<file path="src/logic/decodePkg.sv">
`default_nettype none

package decodePkg;

  ////////////////////////////////////////////////////////////////////////////
  // Widths
  ////////////////////////////////////////////////////////////////////////////
  typedef logic [15:0] word_t;    // Register and data word
  typedef logic [15:0] pc_t;      // Program counter
  typedef logic [31:0] instr_t;   // Raw instruction word
  typedef logic [3:0]  regIdx_t;  // Scalar register index
  typedef logic [15:0] imm_t;     // Immediate field
  typedef logic [2:0]  cc_t;      // N/Z/P condition code

  localparam int numRegs = 16;

  // Condition code values, one bit each
  localparam cc_t CC_N = 3'b100;  // Sign bit set
  localparam cc_t CC_Z = 3'b010;  // Zero
  localparam cc_t CC_P = 3'b001;  // Positive

  // Instruction field positions
  localparam int opcodeHi = 31;
  localparam int opcodeLo = 24;
  localparam int destHi   = 23;
  localparam int destLo   = 20;
  localparam int src1Hi   = 19;
  localparam int src1Lo   = 16;
  localparam int src2Hi   = 11;
  localparam int src2Lo   = 8;
  localparam int immHi    = 15;
  localparam int immLo    = 0;

  // Branch opcodes keep their N/Z/P test mask in bits 2..0
  typedef enum logic [7:0] {
    OP_ADD   = 8'h01,
    OP_ADDI  = 8'h02,
    OP_AND   = 8'h03,
    OP_ANDI  = 8'h04,
    OP_MOV   = 8'h05,
    OP_MOVI  = 8'h06,
    OP_LDW   = 8'h10,
    OP_STW   = 8'h11,
    OP_BRP   = 8'h21,
    OP_BRZ   = 8'h22,
    OP_BRZP  = 8'h23,
    OP_BRN   = 8'h24,
    OP_BRNP  = 8'h25,
    OP_BRNZ  = 8'h26,
    OP_BRNZP = 8'h27
  } opcode_t;

  ////////////////////////////////////////////////////////////////////////////
  // Stage packets
  ////////////////////////////////////////////////////////////////////////////
  typedef struct packed {
    logic   valid;
    pc_t    pc;
    instr_t ir;
  } fetchPkt_t;

  typedef struct packed {
    logic    en;    // Single-cycle pulse
    regIdx_t idx;
    word_t   data;
  } wbPkt_t;

  typedef struct packed {
    logic    valid;
    opcode_t opcode;
    pc_t     pc;
    regIdx_t src1Idx;
    regIdx_t src2Idx;
    regIdx_t destIdx;   // Already moved for MOV/MOVI
    imm_t    imm;
    logic    usesSrc1;
    logic    usesSrc2;
    logic    writesDest;
    logic    isBranch;
    logic    isStore;   // Store data comes from destIdx
  } decoded_t;

  typedef struct packed {
    logic    valid;
    pc_t     pc;
    opcode_t opcode;
    word_t   src1Value;
    word_t   src2Value;
    word_t   destValue;   // Store data for STW
    regIdx_t destIdx;
    imm_t    imm;
    logic    branchTaken;
  } issuePkt_t;

endpackage

`default_nettype wire

</file>
<file path="src/logic/decodeStage.sv">
`timescale 1ns/1ps
`default_nettype none

// Decode stage top
module decodeStage (
  input  wire                       I_CLOCK,
  input  wire                       rstN,
  input  wire decodePkg::fetchPkt_t fetch,
  input  wire                       fetchStall,
  input  wire decodePkg::wbPkt_t    wb,
  output decodePkg::issuePkt_t      issue,
  output logic                      depStall,
  output logic                      branchStall
);

  decodePkg::decoded_t dec;          // Decoder to scoreboard and issue
  decodePkg::word_t    src1Value;
  decodePkg::word_t    src2Value;
  decodePkg::word_t    storeValue;
  logic                src1Busy;
  logic                src2Busy;
  logic                anyBusy;
  decodePkg::cc_t      cc;
  logic                claim;        // Issue back to scoreboard
  decodePkg::regIdx_t  claimIdx;

  instrDecoder uDecoder (.fetch(fetch), .fetchStall(fetchStall), .dec(dec));

  regFile uRegFile (
    .I_CLOCK(I_CLOCK), .rstN(rstN), .dec(dec), .wb(wb),
    .claim(claim), .claimIdx(claimIdx),
    .src1Value(src1Value), .src2Value(src2Value), .storeValue(storeValue),
    .src1Busy(src1Busy), .src2Busy(src2Busy), .anyBusy(anyBusy), .cc(cc)
  );

  operandIssue uIssue (
    .I_CLOCK(I_CLOCK), .rstN(rstN), .dec(dec),
    .src1Value(src1Value), .src2Value(src2Value), .storeValue(storeValue),
    .src1Busy(src1Busy), .src2Busy(src2Busy), .anyBusy(anyBusy), .cc(cc),
    .claim(claim), .claimIdx(claimIdx),
    .depStall(depStall), .branchStall(branchStall), .issue(issue)
  );

endmodule

`default_nettype wire

</file>
<file path="src/logic/instrDecoder.sv">
`timescale 1ns/1ps
`default_nettype none

// Pure combinational field split and classification of the fetched word
module instrDecoder (
  input  wire decodePkg::fetchPkt_t fetch,
  input  wire                       fetchStall,
  output decodePkg::decoded_t       dec
);

  decodePkg::opcode_t opcode;
  decodePkg::regIdx_t destField;
  decodePkg::regIdx_t src1Field;
  logic               movForm;   // MOV/MOVI name their target in the src1 slot

  assign opcode    = decodePkg::opcode_t'(fetch.ir[decodePkg::opcodeHi:decodePkg::opcodeLo]);
  assign destField = fetch.ir[decodePkg::destHi:decodePkg::destLo];
  assign src1Field = fetch.ir[decodePkg::src1Hi:decodePkg::src1Lo];
  assign movForm   = (opcode == decodePkg::OP_MOV) || (opcode == decodePkg::OP_MOVI);

  always_comb begin
    // Fields first, flags cleared
    dec            = '0;
    dec.valid      = fetch.valid && !fetchStall;   // Held-off word is a bubble
    dec.opcode     = opcode;
    dec.pc         = fetch.pc;
    dec.src1Idx    = src1Field;
    dec.src2Idx    = fetch.ir[decodePkg::src2Hi:decodePkg::src2Lo];
    dec.destIdx    = movForm ? src1Field : destField;
    dec.imm        = fetch.ir[decodePkg::immHi:decodePkg::immLo];

    // Operand use and write-back per opcode
    case (opcode)
      decodePkg::OP_ADD,
      decodePkg::OP_AND: begin
        dec.usesSrc1   = 1'b1;
        dec.usesSrc2   = 1'b1;
        dec.writesDest = 1'b1;
      end
      decodePkg::OP_ADDI,
      decodePkg::OP_ANDI,
      decodePkg::OP_LDW: begin
        dec.usesSrc1   = 1'b1;   // Base or first operand
        dec.writesDest = 1'b1;
      end
      decodePkg::OP_MOV: begin
        dec.usesSrc2   = 1'b1;   // Source sits in bits 11..8
        dec.writesDest = 1'b1;
      end
      decodePkg::OP_MOVI: begin
        dec.writesDest = 1'b1;   // Immediate only
      end
      decodePkg::OP_STW: begin
        dec.usesSrc1   = 1'b1;   // Address base
        dec.isStore    = 1'b1;   // Data register in the dest slot
      end
      decodePkg::OP_BRN,
      decodePkg::OP_BRZ,
      decodePkg::OP_BRP,
      decodePkg::OP_BRNZ,
      decodePkg::OP_BRNP,
      decodePkg::OP_BRZP,
      decodePkg::OP_BRNZP: begin
        dec.isBranch   = 1'b1;
      end
      default: begin
        // Unknown opcode reads nothing and writes nothing
        dec.usesSrc1   = 1'b0;
        dec.writesDest = 1'b0;
      end
    endcase

    // A branch never claims a register
    assert final (!(dec.isBranch && dec.writesDest))
      else $error("Branch opcode %h decoded with a destination write", opcode);
  end

endmodule

`default_nettype wire

</file>
<file path="src/logic/operandIssue.sv">
`timescale 1ns/1ps
`default_nettype none

// Stall decision, branch resolution and the registered issue packet
module operandIssue (
  input  wire                      I_CLOCK,
  input  wire                      rstN,
  input  wire decodePkg::decoded_t dec,
  input  wire decodePkg::word_t    src1Value,
  input  wire decodePkg::word_t    src2Value,
  input  wire decodePkg::word_t    storeValue,
  input  wire                      src1Busy,
  input  wire                      src2Busy,
  input  wire                      anyBusy,
  input  wire decodePkg::cc_t      cc,
  output logic                     claim,
  output decodePkg::regIdx_t       claimIdx,
  output logic                     depStall,
  output logic                     branchStall,
  output decodePkg::issuePkt_t     issue
);

  logic src1Stall;
  logic src2Stall;
  logic brStall;       // Branch waits for a quiet scoreboard
  logic accept;        // Instruction leaves decode this cycle
  logic branchTaken;

  ////////////////////////////////////////////////////////////////////////////
  // Hazards
  ////////////////////////////////////////////////////////////////////////////
  assign src1Stall = dec.usesSrc1 & src1Busy;
  assign src2Stall = (dec.usesSrc2 | dec.isStore) & src2Busy;   // STW data reg too
  assign brStall   = dec.isBranch & anyBusy;

  assign depStall    = dec.valid & (src1Stall | src2Stall | brStall);
  assign branchStall = dec.valid & dec.isBranch;
  assign accept      = dec.valid & ~depStall;

  // Busy bit is set at the edge that issues the writer
  assign claim    = accept & dec.writesDest;
  assign claimIdx = dec.destIdx;

  // Taken when cc hits any bit of the opcode mask
  assign branchTaken = dec.isBranch & (|(cc & dec.opcode[2:0]));

  ////////////////////////////////////////////////////////////////////////////
  // Issue register
  ////////////////////////////////////////////////////////////////////////////
  always_ff @(posedge I_CLOCK) begin
    if (!rstN) begin
      issue.valid <= 1'b0;
    end else begin
      issue.valid <= accept;   // Bubble when nothing is taken
      if (accept) begin
        issue.pc          <= dec.pc;
        issue.opcode      <= dec.opcode;
        issue.src1Value   <= src1Value;
        issue.src2Value   <= src2Value;
        issue.destValue   <= dec.isStore ? storeValue : src2Value;
        issue.destIdx     <= dec.destIdx;
        issue.imm         <= dec.imm;
        issue.branchTaken <= branchTaken;
      end
    end
  end

  // A claiming instruction is never stalled and shows up in the next packet
  claimIssues: assert property (@(posedge I_CLOCK) disable iff (!rstN)
    claim |-> (!depStall ##1 (issue.valid && issue.destIdx == $past(claimIdx))))
    else $error("Claim of R%0d without a matching issue", claimIdx);

endmodule

`default_nettype wire

</file>
<file path="src/logic/regFile.sv">
`timescale 1ns/1ps
`default_nettype none

// Scalar registers, busy scoreboard and condition code
// All reads see the write-back of the current cycle
module regFile (
  input  wire                      I_CLOCK,
  input  wire                      rstN,
  input  wire decodePkg::decoded_t dec,
  input  wire decodePkg::wbPkt_t   wb,
  input  wire                      claim,
  input  wire decodePkg::regIdx_t  claimIdx,
  output decodePkg::word_t         src1Value,
  output decodePkg::word_t         src2Value,
  output decodePkg::word_t         storeValue,
  output logic                     src1Busy,
  output logic                     src2Busy,
  output logic                     anyBusy,
  output decodePkg::cc_t           cc
);

  decodePkg::word_t              regs [decodePkg::numRegs];
  logic [decodePkg::numRegs-1:0] busy;        // Pending write per register
  logic [decodePkg::numRegs-1:0] busyNext;
  logic [decodePkg::numRegs-1:0] wbMask;      // One-hot of the write-back index
  decodePkg::cc_t                ccReg;
  decodePkg::cc_t                wbCc;        // Code of the incoming data
  decodePkg::regIdx_t            src2BusyIdx;

  // N when the sign bit is set, Z on zero, P otherwise
  function automatic decodePkg::cc_t ccOf(input decodePkg::word_t data);
    if (data[$bits(decodePkg::word_t)-1]) begin
      return decodePkg::CC_N;
    end else if (data == '0) begin
      return decodePkg::CC_Z;
    end else begin
      return decodePkg::CC_P;
    end
  endfunction

  ////////////////////////////////////////////////////////////////////////////
  // Scoreboard next state
  ////////////////////////////////////////////////////////////////////////////
  always_comb begin
    wbMask = '0;
    if (wb.en) begin
      wbMask[wb.idx] = 1'b1;
    end
  end

  always_comb begin
    busyNext = busy & ~wbMask;         // Write-back retires the claim
    if (claim) begin
      busyNext[claimIdx] = 1'b1;       // New claim wins on the same index
    end
  end

  assign wbCc = ccOf(wb.data);

  always_ff @(posedge I_CLOCK) begin
    if (!rstN) begin
      for (int i = 0; i < decodePkg::numRegs; i++) begin
        regs[i] <= '0;
      end
      busy  <= '0;
      ccReg <= decodePkg::CC_Z;
    end else begin
      if (wb.en) begin
        regs[wb.idx] <= wb.data;
        ccReg        <= wbCc;
      end
      busy <= busyNext;
    end
  end

  ////////////////////////////////////////////////////////////////////////////
  // Forwarded reads
  ////////////////////////////////////////////////////////////////////////////
  assign src1Value  = wbMask[dec.src1Idx] ? wb.data : regs[dec.src1Idx];
  assign src2Value  = wbMask[dec.src2Idx] ? wb.data : regs[dec.src2Idx];
  assign storeValue = wbMask[dec.destIdx] ? wb.data : regs[dec.destIdx];

  // Second operand of STW is its store-data register
  assign src2BusyIdx = dec.isStore ? dec.destIdx : dec.src2Idx;

  assign src1Busy = busy[dec.src1Idx] & ~wbMask[dec.src1Idx];
  assign src2Busy = busy[src2BusyIdx] & ~wbMask[src2BusyIdx];
  assign anyBusy  = |(busy & ~wbMask);     // Branch wait
  assign cc       = wb.en ? wbCc : ccReg;  // Branch sees this cycle's result

  // Every write-back retires an earlier claim
  wbNeedsClaim: assert property (@(posedge I_CLOCK) disable iff (!rstN)
    wb.en |-> busy[wb.idx])
    else $error("Write-back to R%0d with no pending claim", wb.idx);

endmodule

`default_nettype wire
</file>
<file path="config.mk">
export PLATFORM = sky130hd
export DESIGN_NAME = decodeStage
export DESIGN_NICKNAME = d
export VERILOG_FILES = /design/src/logic/decodePkg.sv /design/src/logic/decodeStage.sv /design/src/logic/instrDecoder.sv /design/src/logic/operandIssue.sv /design/src/logic/regFile.sv
export SDC_FILE = /design/constraint.sdc
export NUM_CORES = 1
export LEC_CHECK = 0
export ABC_CLOCK_PERIOD_IN_PS = 14300
export CORE_MARGIN = 3
export CORE_UTILIZATION = 65
export CTS_CLUSTER_DIAMETER = 120
export CTS_CLUSTER_SIZE = 10
export DETAILED_ROUTE_END_ITERATION = 6
export DONT_BUFFER_PORTS = 1
export PLACE_DENSITY = 0.77
export SYNTH_ARGS = -nofsm -noshare
export SYNTH_HDL_FRONTEND = slang
export SYNTH_SLANG_ARGS = --single-unit
</file>
<file path="constraint.sdc">
create_clock -name I_CLOCK -period 14.3 [get_ports I_CLOCK]
set_input_delay 1.43 -clock I_CLOCK [delete_from_list [all_inputs] [get_ports I_CLOCK]]
set_output_delay 1.43 -clock I_CLOCK [all_outputs]
set_load 0.02 [all_outputs]
</file>
-- Word-level counts from Yosys, hierarchy flattened
Memories as Yosys holds them, arrays and structs flattened. A register that Yosys moved wholly into a read port is not among the register bits.
Index checks and enable logic that the tools add are counted.
- mux-type cells: 38
- $lt $le $gt $ge: 7
- equality and inequality tests: 15
- reductions and logical operators: 14
- bitwise operators: 20
- operators by type and width (operator ; number):
    $mux 16 ; 6
    $eq 8x6->1 const B ; 7
    $reduce_or 16->1 ; 2
    $lt 4x5->1 const B ; 5
    $bmux 1 s4 ; 6
    $eq 8x3->1 const B ; 3
    $mux 1 ; 18
    $and 16x16->16 ; 1
    $eq 8x2->1 const B ; 2
    $eq 8x5->1 const B ; 2
    $logic_not 16->1 ; 1
    $not 16->16 ; 1
    $or 16x16->16 ; 1
    $reduce_or 7->1 ; 2
    $mux 4 ; 3
    $and 1x1->1 ; 10
    $demux 1 s4 ; 2
    $eq 8x1->1 const B ; 1
    $ge 4x1->1 const B ; 2
    $mux 3 ; 2
    $reduce_or 3->1 ; 2
    $reduce_or 6->1 ; 1
    $and 3x3->3 ; 1
    $logic_and 1x1->1 ; 3
    other kinds (6) ; 10
- output and inout bits: 96
- input bits: 73
- memories: 1
- bits in registers: 97
- logic and storage cells: 105
- RAM bits: 256
- memories (memory ; words ; width ; rd ports ; clocked after Yosys merged registers in ; wr ports ; line ; RTL):
    uRegFile.regs ; 16 ; 16 ; 3 ; 1 ; 16 ; regFile.sv:22 ; decodePkg::word_t regs [decodePkg::numRegs];

-- Longest topological paths before layout
- word-level depth: 17
- depth in mapped cells: 14
- gate-level depth less buffers: 9

-- Modules after synthesis
From an unflattened synthesis, not the netlist that was laid out.
- cell total of the unflattened synthesis: 1322
- area total of the unflattened synthesis: 21239.1 um^2
- modules (own cells, without submodules) (module ; instances ; sequential area each (um^2) ; cells an instance ; area an instance (um^2)):
    regFile ; 1 ; 8067.7 ; 1125 ; 17516.8
    operandIssue ; 1 ; 2812.7 ; 127 ; 3160.5
    instrDecoder ; 1 ; 0.0 ; 70 ; 561.8

-- Least setup slack after synthesis
OpenSTA, ideal clock, no wires.
- kind: input to register
- start: input fetch[29] in the netlist's numbering
- end: register uIssue.issue[0] (netlist name)
- setup slack: 3.712 ns
- path buffers: 4
- data required time: 13.641 ns
- cell stages on the path: 13
- setup time: 0.659 ns
- data arrival time: 9.929 ns
- cells stage by stage: or4_1 -> buf_6 -> o31ai_4 -> and2_1 -> buf_4 -> inv_4 -> a21oi_1 -> o21bai_1 -> a41o_1 -> o221a_2 -> buf_2 -> buf_2 -> nor3_1
- cells in the longest elaborated chain, start to end: 15
- elaborated cells on any way between the ends: 41
- classes of those cells: eq/ne (15); mux (10); bitwise (11); reduce/logical (5)
- RTL lines (element ; line ; RTL):
    start, declared ; decodeStage.sv:8 ; input wire decodePkg::fetchPkt_t fetch,
    $eq 8x3->1 (on tied branches) ; instrDecoder.sv:19, instrDecoder.sv:33 ;
    $logic_or 1x1->1 ; instrDecoder.sv:19 ; assign movForm = (opcode == decodePkg::OP_MOV) || (opcode == decodePkg::OP_MOVI);
    $mux 4 ; instrDecoder.sv:29 ; dec.destIdx = movForm ? src1Field : destField;
    $mux 4 ; regFile.sv:84 ; assign src2BusyIdx = dec.isStore ? dec.destIdx : dec.src2Idx;
    $bmux 1 s4 ; regFile.sv:87 ; assign src2Busy = busy[src2BusyIdx] & ~wbMask[src2BusyIdx];
    $mux 1 (implied by the code) ; regFile.sv:87 ;
    $not 1->1 ; regFile.sv:87 ;
    $and 1x1->1 ; regFile.sv:87 ;
    $and 1x1->1 ; operandIssue.sv:33 ; assign src2Stall = (dec.usesSrc2 | dec.isStore) & src2Busy;
    $or 1x1->1 ; operandIssue.sv:36 ; assign depStall = dec.valid & (src1Stall | src2Stall | brStall);
    $or 1x1->1 * ; operandIssue.sv:36 ;
    $and 1x1->1 * ; operandIssue.sv:36 ;
    $not 1->1 * ; operandIssue.sv:38 ; assign accept = dec.valid & ~depStall;
    $and 1x1->1 * ; operandIssue.sv:38 ;
    $reduce_and 2->1 (no line) * ; -- ;
Mark *: on every way between the ends. The rest lies on a longest branch, timed or not. The select of a mux whose other input is x is not followed.
A chain may end at the register's enable or synchronous reset.

-- Worst setup path after layout
- start: input fetch[29] in the netlist's numbering
- end: output depStall
- cells in the longest elaborated chain, start to end: 12
- elaborated cells on any way between the ends: 38
- classes of those cells: eq/ne (15); mux (10); bitwise (9); reduce/logical (4)
- RTL lines (element ; line ; RTL):
    $eq 8x3->1 (on tied branches) ; instrDecoder.sv:19, instrDecoder.sv:33 ;
    $logic_or 1x1->1 ; instrDecoder.sv:19 ;
    $mux 4 ; instrDecoder.sv:29 ;
    $mux 4 ; regFile.sv:84 ;
    $bmux 1 s4 ; regFile.sv:87 ;
    $mux 1 (implied by the code) ; regFile.sv:87 ;
    $not 1->1 ; regFile.sv:87 ;
    $and 1x1->1 ; regFile.sv:87 ;
    $and 1x1->1 ; operandIssue.sv:33 ;
    $or 1x1->1 ; operandIssue.sv:36 ;
    $or 1x1->1 * ; operandIssue.sv:36 ;
    $and 1x1->1 * ; operandIssue.sv:36 ;
    end, declared ; decodeStage.sv:12 ; output logic depStall,
Marked as above.

==> impl_metrics.tcl <==
set metrics [dict create \
    fp.dieArea_mm2 0.0352 \
    setup_violations 0 \
    timing.slew.headroom 0.120 \
    ys_warn_count 0 \
    synth.lib_cells_used.distinct 80 \
    row_count 65 \
    grt.overflow.total 0 \
    synth_seq_area_share 0.507 \
    power.density_mw_per_mm2 112 \
    vias_per_cell 7.55 \
    maxSlewViolCount 0 \
    grt_util_all_layers 0.378 \
    die_w_um 188 \
    layout_area_growth_over_synthesis_pct 6.33 \
    floorplan.io_pins 169 \
    regToRegStartpoint "uRegFile.busy[7]" \
    gp_routability_congestion 0.958 \
    ctsHtreeMaxLevel 2 \
    worst_slew_pin_slew_ns 1.32 \
    final.min_clock_period_ns 6.11 \
    antenna_violations_before_repair 1 \
    postCtsResizedCells 0 \
    status "completed" \
    worst_clock_skew_ns 0.0200 \
    leakage_nw 7.68 \
    min_delay_path_depth 2 \
    critPathCaptureType "primary output" \
    r2r.worst_path.cells 6 \
    cts_max_path_buffers 3 \
    postSynthRegisterBits 369 \
    final_layout_size_suffix_gt1_frac 0.229 \
    number_of_synthesized_flops_with_an_enable_pin 349 \
    core-area_mm2 0.0320 \
    drcViolationCount 0 \
    drt-wirelength-per-cell_um 33.1 \
    final_antenna_net_count 0 \
    postSynthNetCount 1712 \
    clkSinkCount 369 \
    setup_repair_after_global_routing_missed_its_margin "no" \
    timing.final.hold_violations 0 \
    die_h_um 188 \
    setup_cp_type "in -> out" \
    tritoncts.num_buffers 42 \
    timing.critical_path.max_delay_family "compound AO/OA/AOI/OAI gates" \
    worstPathCellList "or4_1 > o31ai_4 > and2_1 > buf_4 > inv_4 > a21oi_1 > o21bai_1 > a41o_1 > o221a_2 > o21ba_2" \
    period_share 0.428 \
    tritoncts_clock_tree "done" \
    stdcell_area_mm2 0.0228 \
    final_nets 1630 \
    cts-root-buf "sky130_fd_sc_hd__clkbuf_16" \
    hp-start "uRegFile.busy[8]" \
    hold_class "reg -> reg" \
    post_synth_inst_count 1639 \
    clock_latency_ns 0.57 \
    peakVddDrop_v 0.000111 \
    critical_path.slowest_cell "sky130_fd_sc_hd__or4_1" \
    cts_hold_buf 0 \
    data_arrival_time_of_the_worst_path_ns 4.68 \
    dpl_wire_length_mm 40.7 \
    timing.hold.ws_ns 0.496 \
    final_common_cell "sky130_fd_sc_hd__edfxtp_1" \
    start_kind "input pin" \
    path_depth 10 \
    start_util 0.669 \
    count_of_max_cap_constraint_violations 0 \
    synthesis.area_per_instance_um2 13.1 \
    grt_max_degree 80 \
    yosys.area.top_type "sky130_fd_sc_hd__edfxtp_1" \
    number_of_setup_buffers_added_after_cts 0 \
    drt_pass1_iterations 6 \
    setup-tns-final_ns 0 \
    async_flop_share 0 \
    largest_stage_delay_worst_path_ns 0.78 \
    whs_endpoint "uRegFile.busy[8]" \
    fmax_ghz 0.164 \
    cp_num_buf_inv 2 \
    worst_r2r_endpoint "uIssue.issue[79]" \
    r2r_slack_ns 10.97 \
    worst-path-max-fanout 53 \
    syn_area_mm2 0.0214 \
    port-buffer-count 0 \
    yosys_most_used_dff "sky130_fd_sc_hd__edfxtp_1" \
    cp_data_required_time_ns 12.87 \
    synth_top_cell_area_share 0.489 \
    first_pass_grt_wire_length_mm 98.3 \
    totalWireLength_mm 66.5 \
    first_iter_violations 2119 \
    cts.reportedPaths.clkPinSlew_ns 0.06 \
    layout_common_cells "sky130_fd_sc_hd__edfxtp_1, sky130_fd_sc_hd__and2_1, sky130_fd_sc_hd__mux4_2, sky130_fd_sc_hd__nand2_1, sky130_fd_sc_hd__mux2i_1" \
    first_global_vias 14917 \
    dr_total_vias 15158 \
    largest_cells_by_area_after_synthesis "sky130_fd_sc_hd__edfxtp_1, sky130_fd_sc_hd__mux4_2, sky130_fd_sc_hd__and2_1, sky130_fd_sc_hd__mux2i_1, sky130_fd_sc_hd__mux2_2" \
    p_total_mw 2.55 \
    detailed_place.area_mm2 0.0217 \
]
[metal layers]
layer | wire length [µm] | vias up | GRT usage | part of all wire
met5 | 12 | - | 0 | 0.00018
met4 | 2950 | 2 | 0.152 | 0.044
met3 | 9980 | 245 | 0.122 | 0.15
met2 | 30400 | 1339 | 0.573 | 0.46
met1 | 23200 | 7429 | 0.513 | 0.35
li1 | - | 6143 | - | -
[how the worst max path moves through the flow]
stage | slack [ns] | start | to
after floorplan | 3.71 | fetch[29] | uIssue.issue[0]
after global placement | 8.28 | fetch[29] | depStall
after detailed placement | 8.25 | fetch[29] | depStall
after CTS | 8.26 | fetch[29] | depStall
after global routing | 8.06 | fetch[29] | depStall
final | 8.19 | fetch[29] | depStall
[layout make-up]
class | count | area [µm²]
antenna | 1 | 2.50
clock buffer | 57 | 1110
clock inverter | 3 | 33.8
fill | 2148 | 9250
inverter | 10 | 45.0
multi-input combinational | 1104 | 9960
sequential | 369 | 10900
tap | 435 | 544
timing repair buffer | 30 | 225
[metrics by stage]
step	std cells	utilization	setup WS, ns
final	2009	0.711	8.19
after CTS	2008	0.711	8.26
after global routing	2008	0.711	8.06
after global placement	1948	0.676	8.28
after detailed placement	1948	0.676	8.25
after floorplan	1639	-	3.71
[state kept, by name, summed over array words and instances (netlist names)]
name / flops
uIssue.issue: 94
uRegFile.busy: 16
uRegFile.ccReg: 3
uRegFile.regs: 256
[cell usage after synthesis, types with 5 or more instances]
cell / n
sky130_fd_sc_hd__nor4_1: 8
sky130_fd_sc_hd__nor2b_1: 10
sky130_fd_sc_hd__nand2_1: 138
sky130_fd_sc_hd__o31ai_1: 8
sky130_fd_sc_hd__o221a_2: 11
sky130_fd_sc_hd__o2111ai_1: 16
sky130_fd_sc_hd__buf_2: 25
sky130_fd_sc_hd__clkbuf_1: 110
sky130_fd_sc_hd__and2_1: 261
sky130_fd_sc_hd__o21ai_0: 33
sky130_fd_sc_hd__or3_1: 10
sky130_fd_sc_hd__inv_1: 8
sky130_fd_sc_hd__edfxtp_1: 349
sky130_fd_sc_hd__nand3b_1: 5
sky130_fd_sc_hd__nand4_1: 8
sky130_fd_sc_hd__o221a_1: 6
sky130_fd_sc_hd__a211oi_1: 5
sky130_fd_sc_hd__nand3_1: 61
sky130_fd_sc_hd__nor3_1: 5
sky130_fd_sc_hd__o22ai_1: 40
sky130_fd_sc_hd__nand2b_1: 8
sky130_fd_sc_hd__xor2_1: 8
sky130_fd_sc_hd__or2_2: 6
sky130_fd_sc_hd__buf_1: 14
sky130_fd_sc_hd__dfxtp_1: 20
sky130_fd_sc_hd__mux4_2: 163
sky130_fd_sc_hd__mux2i_1: 70
sky130_fd_sc_hd__buf_4: 5
sky130_fd_sc_hd__nor2_1: 56
sky130_fd_sc_hd__a21oi_1: 44
sky130_fd_sc_hd__a31oi_1: 5
sky130_fd_sc_hd__mux2_2: 54
[report_power, final]
| part | switching [mW] | internal (mW) |
|---|---|---|
| clock | 0.418 | 0.535 |
| combinational | 0.148 | 0.149 |
| sequential | 0.0527 | 1.25 |
| total | 0.619 | 1.93 |
[worst reg2reg max path, delay by kind of cell (launching register included)]
| family | cells | cell delay [ns] |
|---|---|---|
| buf+inv | 1 | 0.36 |
| flops | 1 | 0.34 |
| mux | 1 | 0.58 |
| compound gates | 2 | 1.16 |
| simple gates | 2 | 0.49 |
[kinds of logic after synthesis]
logic type / share of synthesized area
and+or+nand+nor: 0.150
muxes: 0.232
DFF: 0.507
xor gates and xnor gates: 0.00572
AOI/OAI and AO/OA: 0.0719
buffers and inverters: 0.0322
Note: power is estimated with default switching activity, not from simulation.
